===== src/rtl/texSampler_cfg.svh =====
`ifndef TEX_SAMPLER_CFG_SVH
`define TEX_SAMPLER_CFG_SVH

// Texel storage and upload widths
`define TEXEL_WIDTH       16
`define STREAM_WIDTH      32
`define TEX_ADDR_WIDTH    12

// Coordinates are unsigned Q8.8 in texel units
`define COORD_INT_WIDTH   8
`define COORD_FRAC_WIDTH  8
`define LOG2_MAX          6

// Register map of the AXI4-Lite slave
`define REG_ADDR_WIDTH    4
`define REG_TEX_SIZE      4'h0
`define REG_WRAP_MODE     4'h4
`define RESET_LOG2        6

`endif


===== src/rtl/texSamplerPkg.sv =====
`include "texSampler_cfg.svh"

package texSamplerPkg;

    // One texel and a row-major index into the whole texture
    typedef logic [`TEXEL_WIDTH-1:0]      texel_t;
    typedef logic [`TEX_ADDR_WIDTH-1:0]   texAddr_t;

    // Integer and fraction parts of one coordinate axis
    typedef logic [`COORD_INT_WIDTH-1:0]  coordInt_t;
    typedef logic [`COORD_FRAC_WIDTH-1:0] coordFrac_t;

    // Log2 of a texture dimension up to 6
    typedef logic [2:0]                   sizeLog2_t;

    typedef logic [`STREAM_WIDTH-1:0]     streamBeat_t;
    typedef logic [31:0]                  regData_t;
    typedef logic [`REG_ADDR_WIDTH-1:0]   regAddr_t;

    typedef struct packed {
        coordInt_t  sInt;
        coordFrac_t sFrac;
        coordInt_t  tInt;
        coordFrac_t tFrac;
    } texCoord_t;

    typedef struct packed {
        sizeLog2_t widthLog2;
        sizeLog2_t heightLog2;
        logic      clampS;
        logic      clampT;
    } texConfig_t;

    // Index 01 is the s+1 neighbour, 10 the t+1 neighbour
    typedef struct packed {
        texAddr_t addr00;
        texAddr_t addr01;
        texAddr_t addr10;
        texAddr_t addr11;
    } texelQuadAddr_t;

    typedef struct packed {
        texel_t texel00;
        texel_t texel01;
        texel_t texel10;
        texel_t texel11;
    } texelQuad_t;

    typedef struct packed {
        coordFrac_t fracS;
        coordFrac_t fracT;
    } texFrac_t;

    typedef enum logic {
        IDLE,
        RESPOND
    } regWriteState_t;

endpackage


===== src/rtl/texelAddressGen.sv =====
`timescale 1ns/1ns

module texelAddressGen
(
    input  logic                          aclk,
    input  texSamplerPkg::texConfig_t     texConfig,
    input  texSamplerPkg::texCoord_t      coord,
    output texSamplerPkg::texelQuadAddr_t quadAddr,
    output texSamplerPkg::texFrac_t       frac
);
    import texSamplerPkg::*;

    coordInt_t widthMask;
    coordInt_t heightMask;
    coordInt_t s0;
    coordInt_t s1;
    coordInt_t t0;
    coordInt_t t1;
    texFrac_t  fracStage;

    // Row-major index with the row shifted by the width log2
    function automatic texAddr_t rowMajor(input coordInt_t s, input coordInt_t t,
                                          input sizeLog2_t widthLog2);
        return (texAddr_t'(t) << widthLog2) | texAddr_t'(s);
    endfunction

    ////////////////////////////////////////////////////////////////////////////
    // Wrap and clamp
    ////////////////////////////////////////////////////////////////////////////

    always_comb
    begin
        // Sizes are powers of two, so modulo is a mask
        widthMask  = ~({$bits(coordInt_t){1'b1}} << texConfig.widthLog2);
        heightMask = ~({$bits(coordInt_t){1'b1}} << texConfig.heightLog2);
        s0 = coord.sInt & widthMask;
        t0 = coord.tInt & heightMask;

        // In clamp mode the neighbour stays on the last column
        if (texConfig.clampS)
            s1 = (s0 == widthMask) ? s0 : s0 + 1'b1;
        else
            s1 = (s0 + 1'b1) & widthMask;

        // The same rule per row, against the height
        if (texConfig.clampT)
            t1 = (t0 == heightMask) ? t0 : t0 + 1'b1;
        else
            t1 = (t0 + 1'b1) & heightMask;
    end

    ////////////////////////////////////////////////////////////////////////////
    // Output registers
    ////////////////////////////////////////////////////////////////////////////

    always_ff @(posedge aclk)
    begin
        quadAddr.addr00 <= rowMajor(s0, t0, texConfig.widthLog2);
        quadAddr.addr01 <= rowMajor(s1, t0, texConfig.widthLog2);
        quadAddr.addr10 <= rowMajor(s0, t1, texConfig.widthLog2);
        quadAddr.addr11 <= rowMajor(s1, t1, texConfig.widthLog2);

        // The fractions get one more stage to line up with the texel read
        fracStage.fracS <= coord.sFrac;
        fracStage.fracT <= coord.tFrac;
        frac            <= fracStage;
    end

endmodule


===== config.mk =====
export PLATFORM = sky130hd
export DESIGN_NAME = texelAddressGen
export DESIGN_NICKNAME = d
export VERILOG_FILES = /design/src/rtl/texSamplerPkg.sv /design/src/rtl/texelAddressGen.sv
export VERILOG_INCLUDE_DIRS = /design/src /design/src/rtl
export SDC_FILE = /design/constraint.sdc
export NUM_CORES = 1
export LEC_CHECK = 0
export BUFFER_PORTS_ARGS = -buffer_cell sky130_fd_sc_hd__buf_2
export CAP_MARGIN = 10
export CORE_MARGIN = 3
export CORE_UTILIZATION = 53
export CTS_CLUSTER_SIZE = 25
export DETAILED_ROUTE_END_ITERATION = 7
export GPL_ROUTABILITY_DRIVEN = 0
export PLACE_DENSITY = 0.94
export SLEW_MARGIN = 20
export SYNTH_ARGS = -nofsm -noshare
export SYNTH_HDL_FRONTEND = slang
export SYNTH_SLANG_ARGS = --single-unit

===== constraint.sdc =====
create_clock -name aclk -period 4.65 [get_ports aclk]
set_input_delay 0.93 -clock aclk [delete_from_list [all_inputs] [get_ports aclk]]
set_output_delay 0.93 -clock aclk [all_outputs]
set_load 0.02 [all_outputs]

==> impl_metrics.json <==
{
  "synth_ff_type": "dfxtp_1",
  "first_global_vias": 2705,
  "tightest_slew_ps": 686.8,
  "clk-insertion-delay-late_ps": 340,
  "ant_nets": 0,
  "post_drt_wl_per_cell_um": 17.37,
  "rows": 26,
  "setup_tns_ps": 0,
  "yosysSeqAreaShare": 0.4802,
  "path_clk_slew_ps": 70,
  "io_pins": 105,
  "cts_resized": 0,
  "syn-instance-count": 340,
  "hold_viol": 0,
  "synth_edf_count": 0,
  "endpoint_kind": "register",
  "grt.overflow.total": 0,
  "yosysUniqueCellTypes": 55,
  "power.density_mw_per_mm2": 395.0,
  "area_growth_pct": 21.55,
  "post_cts_buffers": 0,
  "vias": 3000,
  "grt_antenna_before_repair": 0,
  "cp_max_fo": 39,
  "numCtsBuffers": 9,
  "root_buffer": "clkbuf_8",
  "ys_seq_elements": 72,
  "postCtsHoldBufs": 0,
  "core_sq_mm": 0.005303,
  "routed_wirelength_um": 8668,
  "cp_slowest_cell": "buf_2",
  "outcome": "finished clean",
  "cap_violations": 0,
  "drc": 0,
  "path_common_cell": "nand2_1",
  "rsz0062_at_grt": "false",
  "syn_nets": 382,
  "startpoint_type": "input pin",
  "avgSynthCellArea_sq_um": 8.828,
  "syn-cell-area_sq_mm": 0.003002,
  "power.leakage_nw": 1.680,
  "drt-initial-drc-count": 431,
  "viasPerCell": 6.012,
  "grt_max_degree": 40,
  "skew_ps": 5.969,
  "place_area_sq_mm": 0.003461,
  "track_usage": 0.2617,
  "min_path_type": "reg -> reg",
  "portBuffers": 102,
  "post-dp-hpwl_um": 5758,
  "grt_pass1_wl_um": 13060,
  "fin_crit_ps": 3707,
  "cts_tree": "yes",
  "slew_headroom": 0.5421,
  "cp_slowest_stage_delay_ps": 530,
  "clk_path_buf_depth": 2,
  "finalCritPeriodShare": 0.7972,
  "cp_cell_sequence": "buf_2, inv_1, o211ai_1, nand2_1, o2111ai_1, nand2_1, nor4_1, mux2_2, nand2_1",
  "slew_viol_final": 0,
  "dr.pass1.iters": 7,
  "peakVddDrop_uv": 284.5,
  "start_util": 0.5661,
  "die_y_um": 81.26,
  "yosys_warnings": 0,
  "dieArea_sq_mm": 0.006602,
  "critPathRequiredTime_ps": 4930,
  "ys_async_sr_fraction": 0,
  "drive_above_1_share": 0.3007,
  "fin_nets": 467,
  "cts.sinks": 72,
  "worstPathArrival_ps": 3990,
  "crit_type": "in -> reg",
  "finalSetupViolations": 0,
  "htreeDepth": 3,
  "diodes": 0,
  "die_w_um": 81.26,
  "fmax_ghz": 0.2698,
  "stdcell_area_sq_mm": 0.003649
}
registers in the layout, indices dropped and copies added (netlist names):
signal,count
quadAddr,40
frac,16
fracStage,16
final timing paths:
| check | depth (start not counted) | start | to | slack, ps |
|---|---|---|---|---|
| hold reg to reg | 0 | fracStage[0] | frac[0] | 330 |
| setup reg to reg | 0 | fracStage[13] | frac[13] | 4230 |
| hold / removal | 0 | fracStage[0] | frac[0] | 330 |
| setup / recovery | 9 | texConfig[7] | quadAddr[30] | 940 |
worst max-delay path: cells and delay by family:
kind,cells,cell delay (ps)
AO/OA/AOI/OAI,2,610
buffers and inverters,2,1050
multiplexers,1,420
AND/OR/NAND/NOR,4,950
synthesized netlist by cell type, types with 2 or more instances:
library cell  count  area share
dfxtp_1          72        0.48
nand2_1          50       0.063
nor2_1           34       0.043
a21oi_1          19       0.032
o21ai_0          18       0.030
clkbuf_1         15       0.019
nand2b_1         11       0.023
nand3_1          10       0.017
buf_4             8       0.020
mux2i_1           8       0.027
o211ai_1          8       0.020
a31oi_1           5       0.010
inv_1             5      0.0063
nand4_1           5       0.010
o21ai_1           5      0.0083
mux2_2            4       0.015
nor2b_1           4      0.0083
o31ai_1           4       0.010
xor2_1            4       0.012
buf_2             3      0.0050
o21bai_1          3      0.0075
o221ai_1          3      0.0088
a211o_1           2      0.0058
a21boi_1          2      0.0050
buf_1             2      0.0025
nor3b_1           2      0.0050
o21a_1            2      0.0050
o22a_1            2      0.0058
o22ai_1           2      0.0042
or2_1             2      0.0042
or3_1             2      0.0042
cell usage in the layout (no fill, tap or decap), types with 4 or more instances in the layout:
master	n
nor2b_1	4
mux2i_1	8
xor2_1	4
o21ai_0	18
nand4_1	5
a31oi_1	5
buf_2	102
dfxtp_1	72
o21ai_1	5
nor2_1	34
o31ai_1	4
o211ai_1	8
nand2_1	50
nand2b_1	11
clkbuf_8	10
mux2_2	4
a21oi_1	19
nand3_1	10
inv_1	5
stage by stage:
step	hold WS, ps	setup WS (ps)	power (mW)	utilization	std cells
after floorplan	309.6	1848	0.8745	-	340
after global placement	310.9	1148	0.9541	0.6527	484
after detailed placement	313.6	1033	0.9660	0.6527	484
after CTS	330.2	1125	1.441	0.6881	499
after global routing	331.9	853.4	1.490	0.6881	499
final	331.5	943.0	1.441	0.6881	499
report_power, final:
part,total [mW],leakage [nW],internal (mW),switching (mW)
logic,0.282,0.983,0.0912,0.191
registers,0.681,0.605,0.667,0.0139
clock network,0.478,0.0925,0.259,0.219
total,1.44,1.68,1.02,0.424
final cells by class:
| class | instances | area, sq um |
|---|---|---|
| Inverter | 6 | 22.52 |
| Sequential cell | 72 | 1441 |
| Clock buffer | 12 | 145.1 |
| Clock inverter | 3 | 42.54 |
| Multi-Input combinational cell | 234 | 1399 |
| Fill cell | 332 | 1654 |
| Tap cell | 70 | 87.58 |
| Timing Repair Buffer | 102 | 510.5 |
logic make-up after synthesis:
group           count (synthesis)  share of synthesized area
simple gates                  127                     0.1963
compound gates                 90                     0.2122
xor+xnor                        4                    0.01167
fa+ha+maj                       1                   0.004168
buf+inv                        34                    0.05377
flops                          72                     0.4802
mux                            12                    0.04168
routing by layer:
layer | up-vias | track usage | wire, um | part of all wire
li1 | 1355 | - | - | -
met1 | 1348 | 0.2974 | 3191 | 0.37
met2 | 241 | 0.4573 | 4188 | 0.48
met3 | 56 | 0.06208 | 931 | 0.11
met4 | 0 | 0.1284 | 357 | 0.041
met5 | - | 0 | 0 | 0
(Power assumes the default switching activity.)
