--- src/rtl/texSampler_cfg.svh ---
`ifndef TEX_SAMPLER_CFG_SVH
`define TEX_SAMPLER_CFG_SVH

// Texel storage and upload widths
`define TEXEL_WIDTH       16
`define STREAM_WIDTH      32
`define TEX_ADDR_WIDTH    12

// Coordinates are unsigned Q8.8 in texel units
`define COORD_INT_WIDTH   8
`define COORD_FRAC_WIDTH  8
`define LOG2_MAX          6

// Register map of the AXI4-Lite slave
`define REG_ADDR_WIDTH    4
`define REG_TEX_SIZE      4'h0
`define REG_WRAP_MODE     4'h4
`define RESET_LOG2        6

`endif

--- src/rtl/texSamplerPkg.sv ---
`include "texSampler_cfg.svh"

package texSamplerPkg;

    // One texel and a row-major index into the whole texture
    typedef logic [`TEXEL_WIDTH-1:0]      texel_t;
    typedef logic [`TEX_ADDR_WIDTH-1:0]   texAddr_t;

    // Integer and fraction parts of one coordinate axis
    typedef logic [`COORD_INT_WIDTH-1:0]  coordInt_t;
    typedef logic [`COORD_FRAC_WIDTH-1:0] coordFrac_t;

    // Log2 of a texture dimension up to 6
    typedef logic [2:0]                   sizeLog2_t;

    typedef logic [`STREAM_WIDTH-1:0]     streamBeat_t;
    typedef logic [31:0]                  regData_t;
    typedef logic [`REG_ADDR_WIDTH-1:0]   regAddr_t;

    typedef struct packed {
        coordInt_t  sInt;
        coordFrac_t sFrac;
        coordInt_t  tInt;
        coordFrac_t tFrac;
    } texCoord_t;

    typedef struct packed {
        sizeLog2_t widthLog2;
        sizeLog2_t heightLog2;
        logic      clampS;
        logic      clampT;
    } texConfig_t;

    // Index 01 is the s+1 neighbour, 10 the t+1 neighbour
    typedef struct packed {
        texAddr_t addr00;
        texAddr_t addr01;
        texAddr_t addr10;
        texAddr_t addr11;
    } texelQuadAddr_t;

    typedef struct packed {
        texel_t texel00;
        texel_t texel01;
        texel_t texel10;
        texel_t texel11;
    } texelQuad_t;

    typedef struct packed {
        coordFrac_t fracS;
        coordFrac_t fracT;
    } texFrac_t;

    typedef enum logic {
        IDLE,
        RESPOND
    } regWriteState_t;

endpackage

--- src/rtl/texSamplerRegs.sv ---
`timescale 1ns/1ns
`include "texSampler_cfg.svh"

module texSamplerRegs
(
    input  logic                      aclk,
    input  logic                      resetn,

    input  texSamplerPkg::regAddr_t   awaddr,
    input  logic                      awvalid,
    output logic                      awready,
    input  texSamplerPkg::regData_t   wdata,
    input  logic                      wvalid,
    output logic                      wready,
    output logic [1:0]                bresp,
    output logic                      bvalid,
    input  logic                      bready,

    input  texSamplerPkg::regAddr_t   araddr,
    input  logic                      arvalid,
    output logic                      arready,
    output texSamplerPkg::regData_t   rdata,
    output logic [1:0]                rresp,
    output logic                      rvalid,
    input  logic                      rready,

    output texSamplerPkg::texConfig_t texConfig
);
    import texSamplerPkg::*;

    localparam logic [1:0] RESP_OKAY   = 2'b00;
    localparam logic [1:0] RESP_SLVERR = 2'b10;

    regWriteState_t writeState;
    logic           writeTaken;
    logic           writeKnown;

    // Larger sizes do not fit the texel memory, so they are cut to the maximum
    function automatic sizeLog2_t saturateLog2(input sizeLog2_t value);
        return (value > sizeLog2_t'(`LOG2_MAX)) ? sizeLog2_t'(`LOG2_MAX) : value;
    endfunction

    ////////////////////////////////////////////////////////////////////////////
    // Write channel
    ////////////////////////////////////////////////////////////////////////////

    // Address and data are only taken as a pair, and never while a response waits
    assign writeTaken = (writeState == IDLE) && awvalid && wvalid;
    assign awready    = writeTaken;
    assign wready     = writeTaken;
    assign bvalid     = (writeState == RESPOND);
    assign writeKnown = (awaddr == `REG_TEX_SIZE) || (awaddr == `REG_WRAP_MODE);

    always_ff @(posedge aclk)
    begin
        if (!resetn)
        begin
            writeState           <= IDLE;
            texConfig.widthLog2  <= sizeLog2_t'(`RESET_LOG2);
            texConfig.heightLog2 <= sizeLog2_t'(`RESET_LOG2);
            texConfig.clampS     <= 1'b0;
            texConfig.clampT     <= 1'b0;
        end
        else
        begin
            case (writeState)
                IDLE:
                begin
                    if (writeTaken)
                    begin
                        if (awaddr == `REG_TEX_SIZE)
                        begin
                            texConfig.widthLog2  <= saturateLog2(wdata[2:0]);
                            texConfig.heightLog2 <= saturateLog2(wdata[6:4]);
                        end
                        else if (awaddr == `REG_WRAP_MODE)
                        begin
                            texConfig.clampS <= wdata[0];
                            texConfig.clampT <= wdata[1];
                        end
                        writeState <= RESPOND;
                    end
                end
                RESPOND:
                begin
                    // Hold the response until the host takes it
                    if (bready)
                        writeState <= IDLE;
                end
                default:
                    writeState <= IDLE;
            endcase
        end
    end

    always_ff @(posedge aclk)
    begin
        if (writeTaken)
            bresp <= writeKnown ? RESP_OKAY : RESP_SLVERR;
    end

    ////////////////////////////////////////////////////////////////////////////
    // Read channel
    ////////////////////////////////////////////////////////////////////////////

    // A new read address is accepted only once the previous data has left
    assign arready = !rvalid;

    always_ff @(posedge aclk)
    begin
        if (!resetn)
            rvalid <= 1'b0;
        else if (arvalid && arready)
            rvalid <= 1'b1;
        else if (rready)
            rvalid <= 1'b0;
    end

    always_ff @(posedge aclk)
    begin
        if (arvalid && arready)
        begin
            rdata <= '0;
            rresp <= RESP_OKAY;
            case (araddr)
                `REG_TEX_SIZE:
                begin
                    rdata[2:0] <= texConfig.widthLog2;
                    rdata[6:4] <= texConfig.heightLog2;
                end
                `REG_WRAP_MODE:
                    rdata[1:0] <= {texConfig.clampT, texConfig.clampS};
                default:
                    rresp <= RESP_SLVERR;
            endcase
        end
    end

endmodule

--- config.mk ---
export PLATFORM = sky130hd
export DESIGN_NAME = texSamplerRegs
export DESIGN_NICKNAME = d
export VERILOG_FILES = /design/src/rtl/texSamplerPkg.sv /design/src/rtl/texSamplerRegs.sv
export VERILOG_INCLUDE_DIRS = /design/src /design/src/rtl
export SDC_FILE = /design/constraint.sdc
export NUM_CORES = 1
export LEC_CHECK = 0
export BUFFER_PORTS_ARGS = -buffer_cell sky130_fd_sc_hd__buf_2
export CORE_MARGIN = 1.5
export CORE_UTILIZATION = 40
export CTS_BUF_LIST = sky130_fd_sc_hd__clkbuf_2 sky130_fd_sc_hd__clkbuf_4 sky130_fd_sc_hd__clkbuf_8
export DETAILED_ROUTE_END_ITERATION = 16
export GPL_TIMING_DRIVEN = 1
export PLACE_DENSITY_LB_ADDON = 0.12
export SLEW_MARGIN = 20
export SYNTH_ARGS = -nofsm -noshare
export SYNTH_HDL_FRONTEND = slang
export SYNTH_SLANG_ARGS = --single-unit
export TNS_END_PERCENT = 30
--- constraint.sdc ---
create_clock -name aclk -period 3.7 [get_ports aclk]
set_input_delay 0.185 -clock aclk [delete_from_list [all_inputs] [get_ports aclk]]
set_output_delay 0.185 -clock aclk [all_outputs]
set_load 0.01 [all_outputs]
==> Flow_metrics.wiki <==
{| class="wikitable"
! Metric !! Value
|-
| Height of the chip || 52.4 um
|-
| Number of different library cells in the post-synthesis netlist || 23
|-
| Post-layout min period || 1.40 ns
|-
| Quantity of hold-fixing buffers added after cts || 0
|-
| Overall routing resource usage || 12.5%
|-
| RSZ-0062 raised after global routing || no
|-
| Cell with the largest stage delay on the worst path || dfxtp_1
|-
| First-pass GRT wire length || 2460 um
|-
| Std cell rows || 17
|-
| Cell internal power dissipation || 294 uW
|-
| Average wire per standard cell || 10.0 um
|-
| Class of the tightest hold or removal check || in -> reg
|-
| Psw || 102 uW
|-
| Kind of capture point of the worst setup path || primary output
|-
| H-tree depth || 1
|-
| Synthesized area per cell || 10.3 sq um
|-
| Crit-path max cell delay || 0.33 ns
|-
| Number of enable-type register cells in the synthesized netlist || 8
|-
| Diodes inserted || 0
|-
| Estimated wirelength of the detail-placed design || 1370 um
|-
| Area growth syn-to-layout || 14.9%
|-
| Post-synthesis cell count || 95
|-
| Initial antenna violation count || 0
|-
| Total of flip-flops plus latches after synthesis || 18
|-
| Post-synth ARST share || 0%
|-
| Sw Share || 25.8%
|-
| Peak-usage layer in the global routing report || met2
|-
| Final worst-path cycle share || 37.9%
|-
| Static power due to leakage || 0.000543 uW
|-
| Clk Tree Root Cell || clkbuf_4
|-
| Number of max-capacitance violations reported || 0
|-
| Ratio of cells with drive above 1 in the final layout || 35.3%
|-
| Worst rel slew slack || 61.5%
|-
| Power per Cell Area || 353 nW/um^2
|-
| Post CTS Setup Buffer Count || 0
|-
| Fraction of power consumed by combinational cells || 14.2%
|-
| Total of fill cells in the finished design || 240
|-
| Clk pwr share || 31.0%
|-
| Reg clk slew, reported paths || 0.11 ns
|-
| Classification of the worst setup path || reg -> out
|-
| Chain of cells forming the critical path || nand3b_2 -> inv_1 -> buf_2
|-
| Data arrival, critical path || 1.22 ns
|-
| Cell area after technology mapping || 977 sq um
|-
| Number of buffers created by CTS || 3
|-
| Routed WL || 1650 um
|-
| Total of buffers placed on input and output ports || 41
|-
| Final weighted congestion of routability-driven global placement || 0.723
|-
| Vias || 703
|-
| Floorplan die area || 2750 sq um
|-
| DR DRC count || 0
|-
| CTS tree || built
|-
| GRT Residual Overflow || 0
|-
| Largest fanout of any net on the critical path || 8
|-
| Largest delay share family, worst path || flip-flops
|-
| Pre-Repair DR Iteration Count || 4
|-
| Global Route met2 Usage || 22.9%
|-
| CTS Buffer Depth || 2
|-
| Clock latency at the later pin of the worst-skew pair || 0.30 ns
|-
| Setup WS pre-CTS || 2.32 ns
|-
| Synthesis warning total || 0
|-
| Placeable Area || 2250 sq um
|-
| Portion of the post-synthesis area used by sequential elements || 45.1%
|-
| DRC violation total after the first TritonRoute iteration || 4
|-
| Required time of the worst setup path || 3.51 ns
|-
| Final Util || 49.8%
|-
| Maximum vdd drop || 193 uV
|-
| GR met1 Demand/Resource || 12.2%
|-
| Maximum achievable frequency || 713 MHz
|-
| Number of global-route vias before repair || 609
|-
| Number of buffer and inverter instances along the worst setup path || 2
|-
| Startpoint types || flip-flop
|-
| Count of boundary I/O pins || 96
|-
| Outcome || finished clean
|-
| Smallest setup slack after layout || 2.30 ns
|-
| Starting density of the core || 43.3%
|-
| Vias/cell || 4.29
|-
| Final hold slack || 0.0639 ns
|-
| Largest net degree at the start of global routing || 11
|-
| Clk_skew || 0.00482 ns
|-
| Sequential share of power || 54.8%
|-
| Post-synth top flop || dfxtp_1
|-
| Chip width || 52.4 um
|-
| Transition time at the pin with the least slew margin || 0.576 ns
|-
| Overall Power || 396 uW
|-
| Post-cts repair resize count || 0
|-
| Number of nets with antenna violations after detailed routing || 0
|-
| Layout Nets || 184
|-
| Max-slew violations || 0
|-
| Aggregate negative setup slack || 0 ns
|-
| Number of clock sinks || 18
|-
| Met3 track demand over resource || 1.71%
|-
| Final hold vios || 0
|-
| Final setup violation count || 0
|}
==> metal layers <==
metal / wire, um / up-vias
met4: 34 / 0
met1: 605 / 315
met3: 135 / 4
met5: 0 / -
li1: - / 345
met2: 869 / 39
==> power groups by stage <==
stage	clock network, uW	logic [uW]	registers, uW
2_1_floorplan	0	52.5	226
6_report	123	56.2	217
4_1_cts	126	56.3	217
5_1_grt	134	62.6	218
3_3_place_gp	0	55.3	222
3_5_place_dp	0	56.2	222
==> cell type report <==
| cell class | count | area [sq um] | share of cell area [%] |
|---|---|---|---|
| sequential | 18 | 440 | 39.2 |
| multi-input combinational | 69 | 390 | 34.8 |
| timing repair buffer | 41 | 205 | 18.3 |
| clock buffer | 4 | 36.3 | 3.23 |
| tap | 28 | 35.0 | 3.12 |
| inverter | 4 | 15.0 | 1.34 |
==> synthesized netlist by cell type (2+ instances only) <==
cell      instances  share of area (%)
edfxtp_1          8                 25
nand3_1           2                1.0
dfxtp_1          10                 20
buf_4            29                 22
nand2_1           8                3.1
inv_1             4                1.5
o31a_1            4                3.6
and2_1            4                2.6
a211o_1           4                3.6
mux2i_1           6                6.1
nor2_1            4                1.5
==> final timing paths <==
check,startpoint,to,slack (ns),cells past startpoint
hold reg to reg,bvalid$_SDFF_PN0_,bvalid$_SDFF_PN0_,0.48,2
setup reg to reg,bvalid$_SDFF_PN0_,texConfig[1]$_SDFFE_PN0P_,2.36,3
hold / removal,rready,rvalid$_SDFFE_PN0P_,0.06,2
setup / recovery,bvalid$_SDFF_PN0_,wready,2.30,3
==> per-stage QoR <==
step,std cells,area [sq um]
CTS,164,1120
finish,164,1120
detailed placement,160,1090
global placement,160,1090
global route,164,1120
floorplan,122,1080
==> registers in the layout (all words and copies together), names as in the netlist <==
register	count
bresp	1
rvalid	1
rdata	6
texConfig	8
rresp	1
bvalid	1
==> kinds of logic after synthesis <==
kind of cell	after synthesis	share of synthesized area, %
flops	18	45.1
mux	6	6.15
simple gates	25	14.6
buf+inv	35	25.4
compound gates	10	8.45
other cells	1	0.384
==> layout by cell type (no fill, tap or decap), types with 3 or more instances in the layout <==
cell type / Yosys / final
a211o_1: 4 / 4
edfxtp_1: 8 / 8
o31a_1: 4 / 4
clkbuf_4: 0 / 3
nand2_1: 8 / 8
and2_1: 4 / 4
dfxtp_1: 10 / 10
buf_2: 0 / 41
nor2_1: 4 / 4
inv_1: 4 / 4
mux2i_1: 6 / 6
conb_1: 1 / 28
No activity file was read; power rests on OpenSTA's default activity.
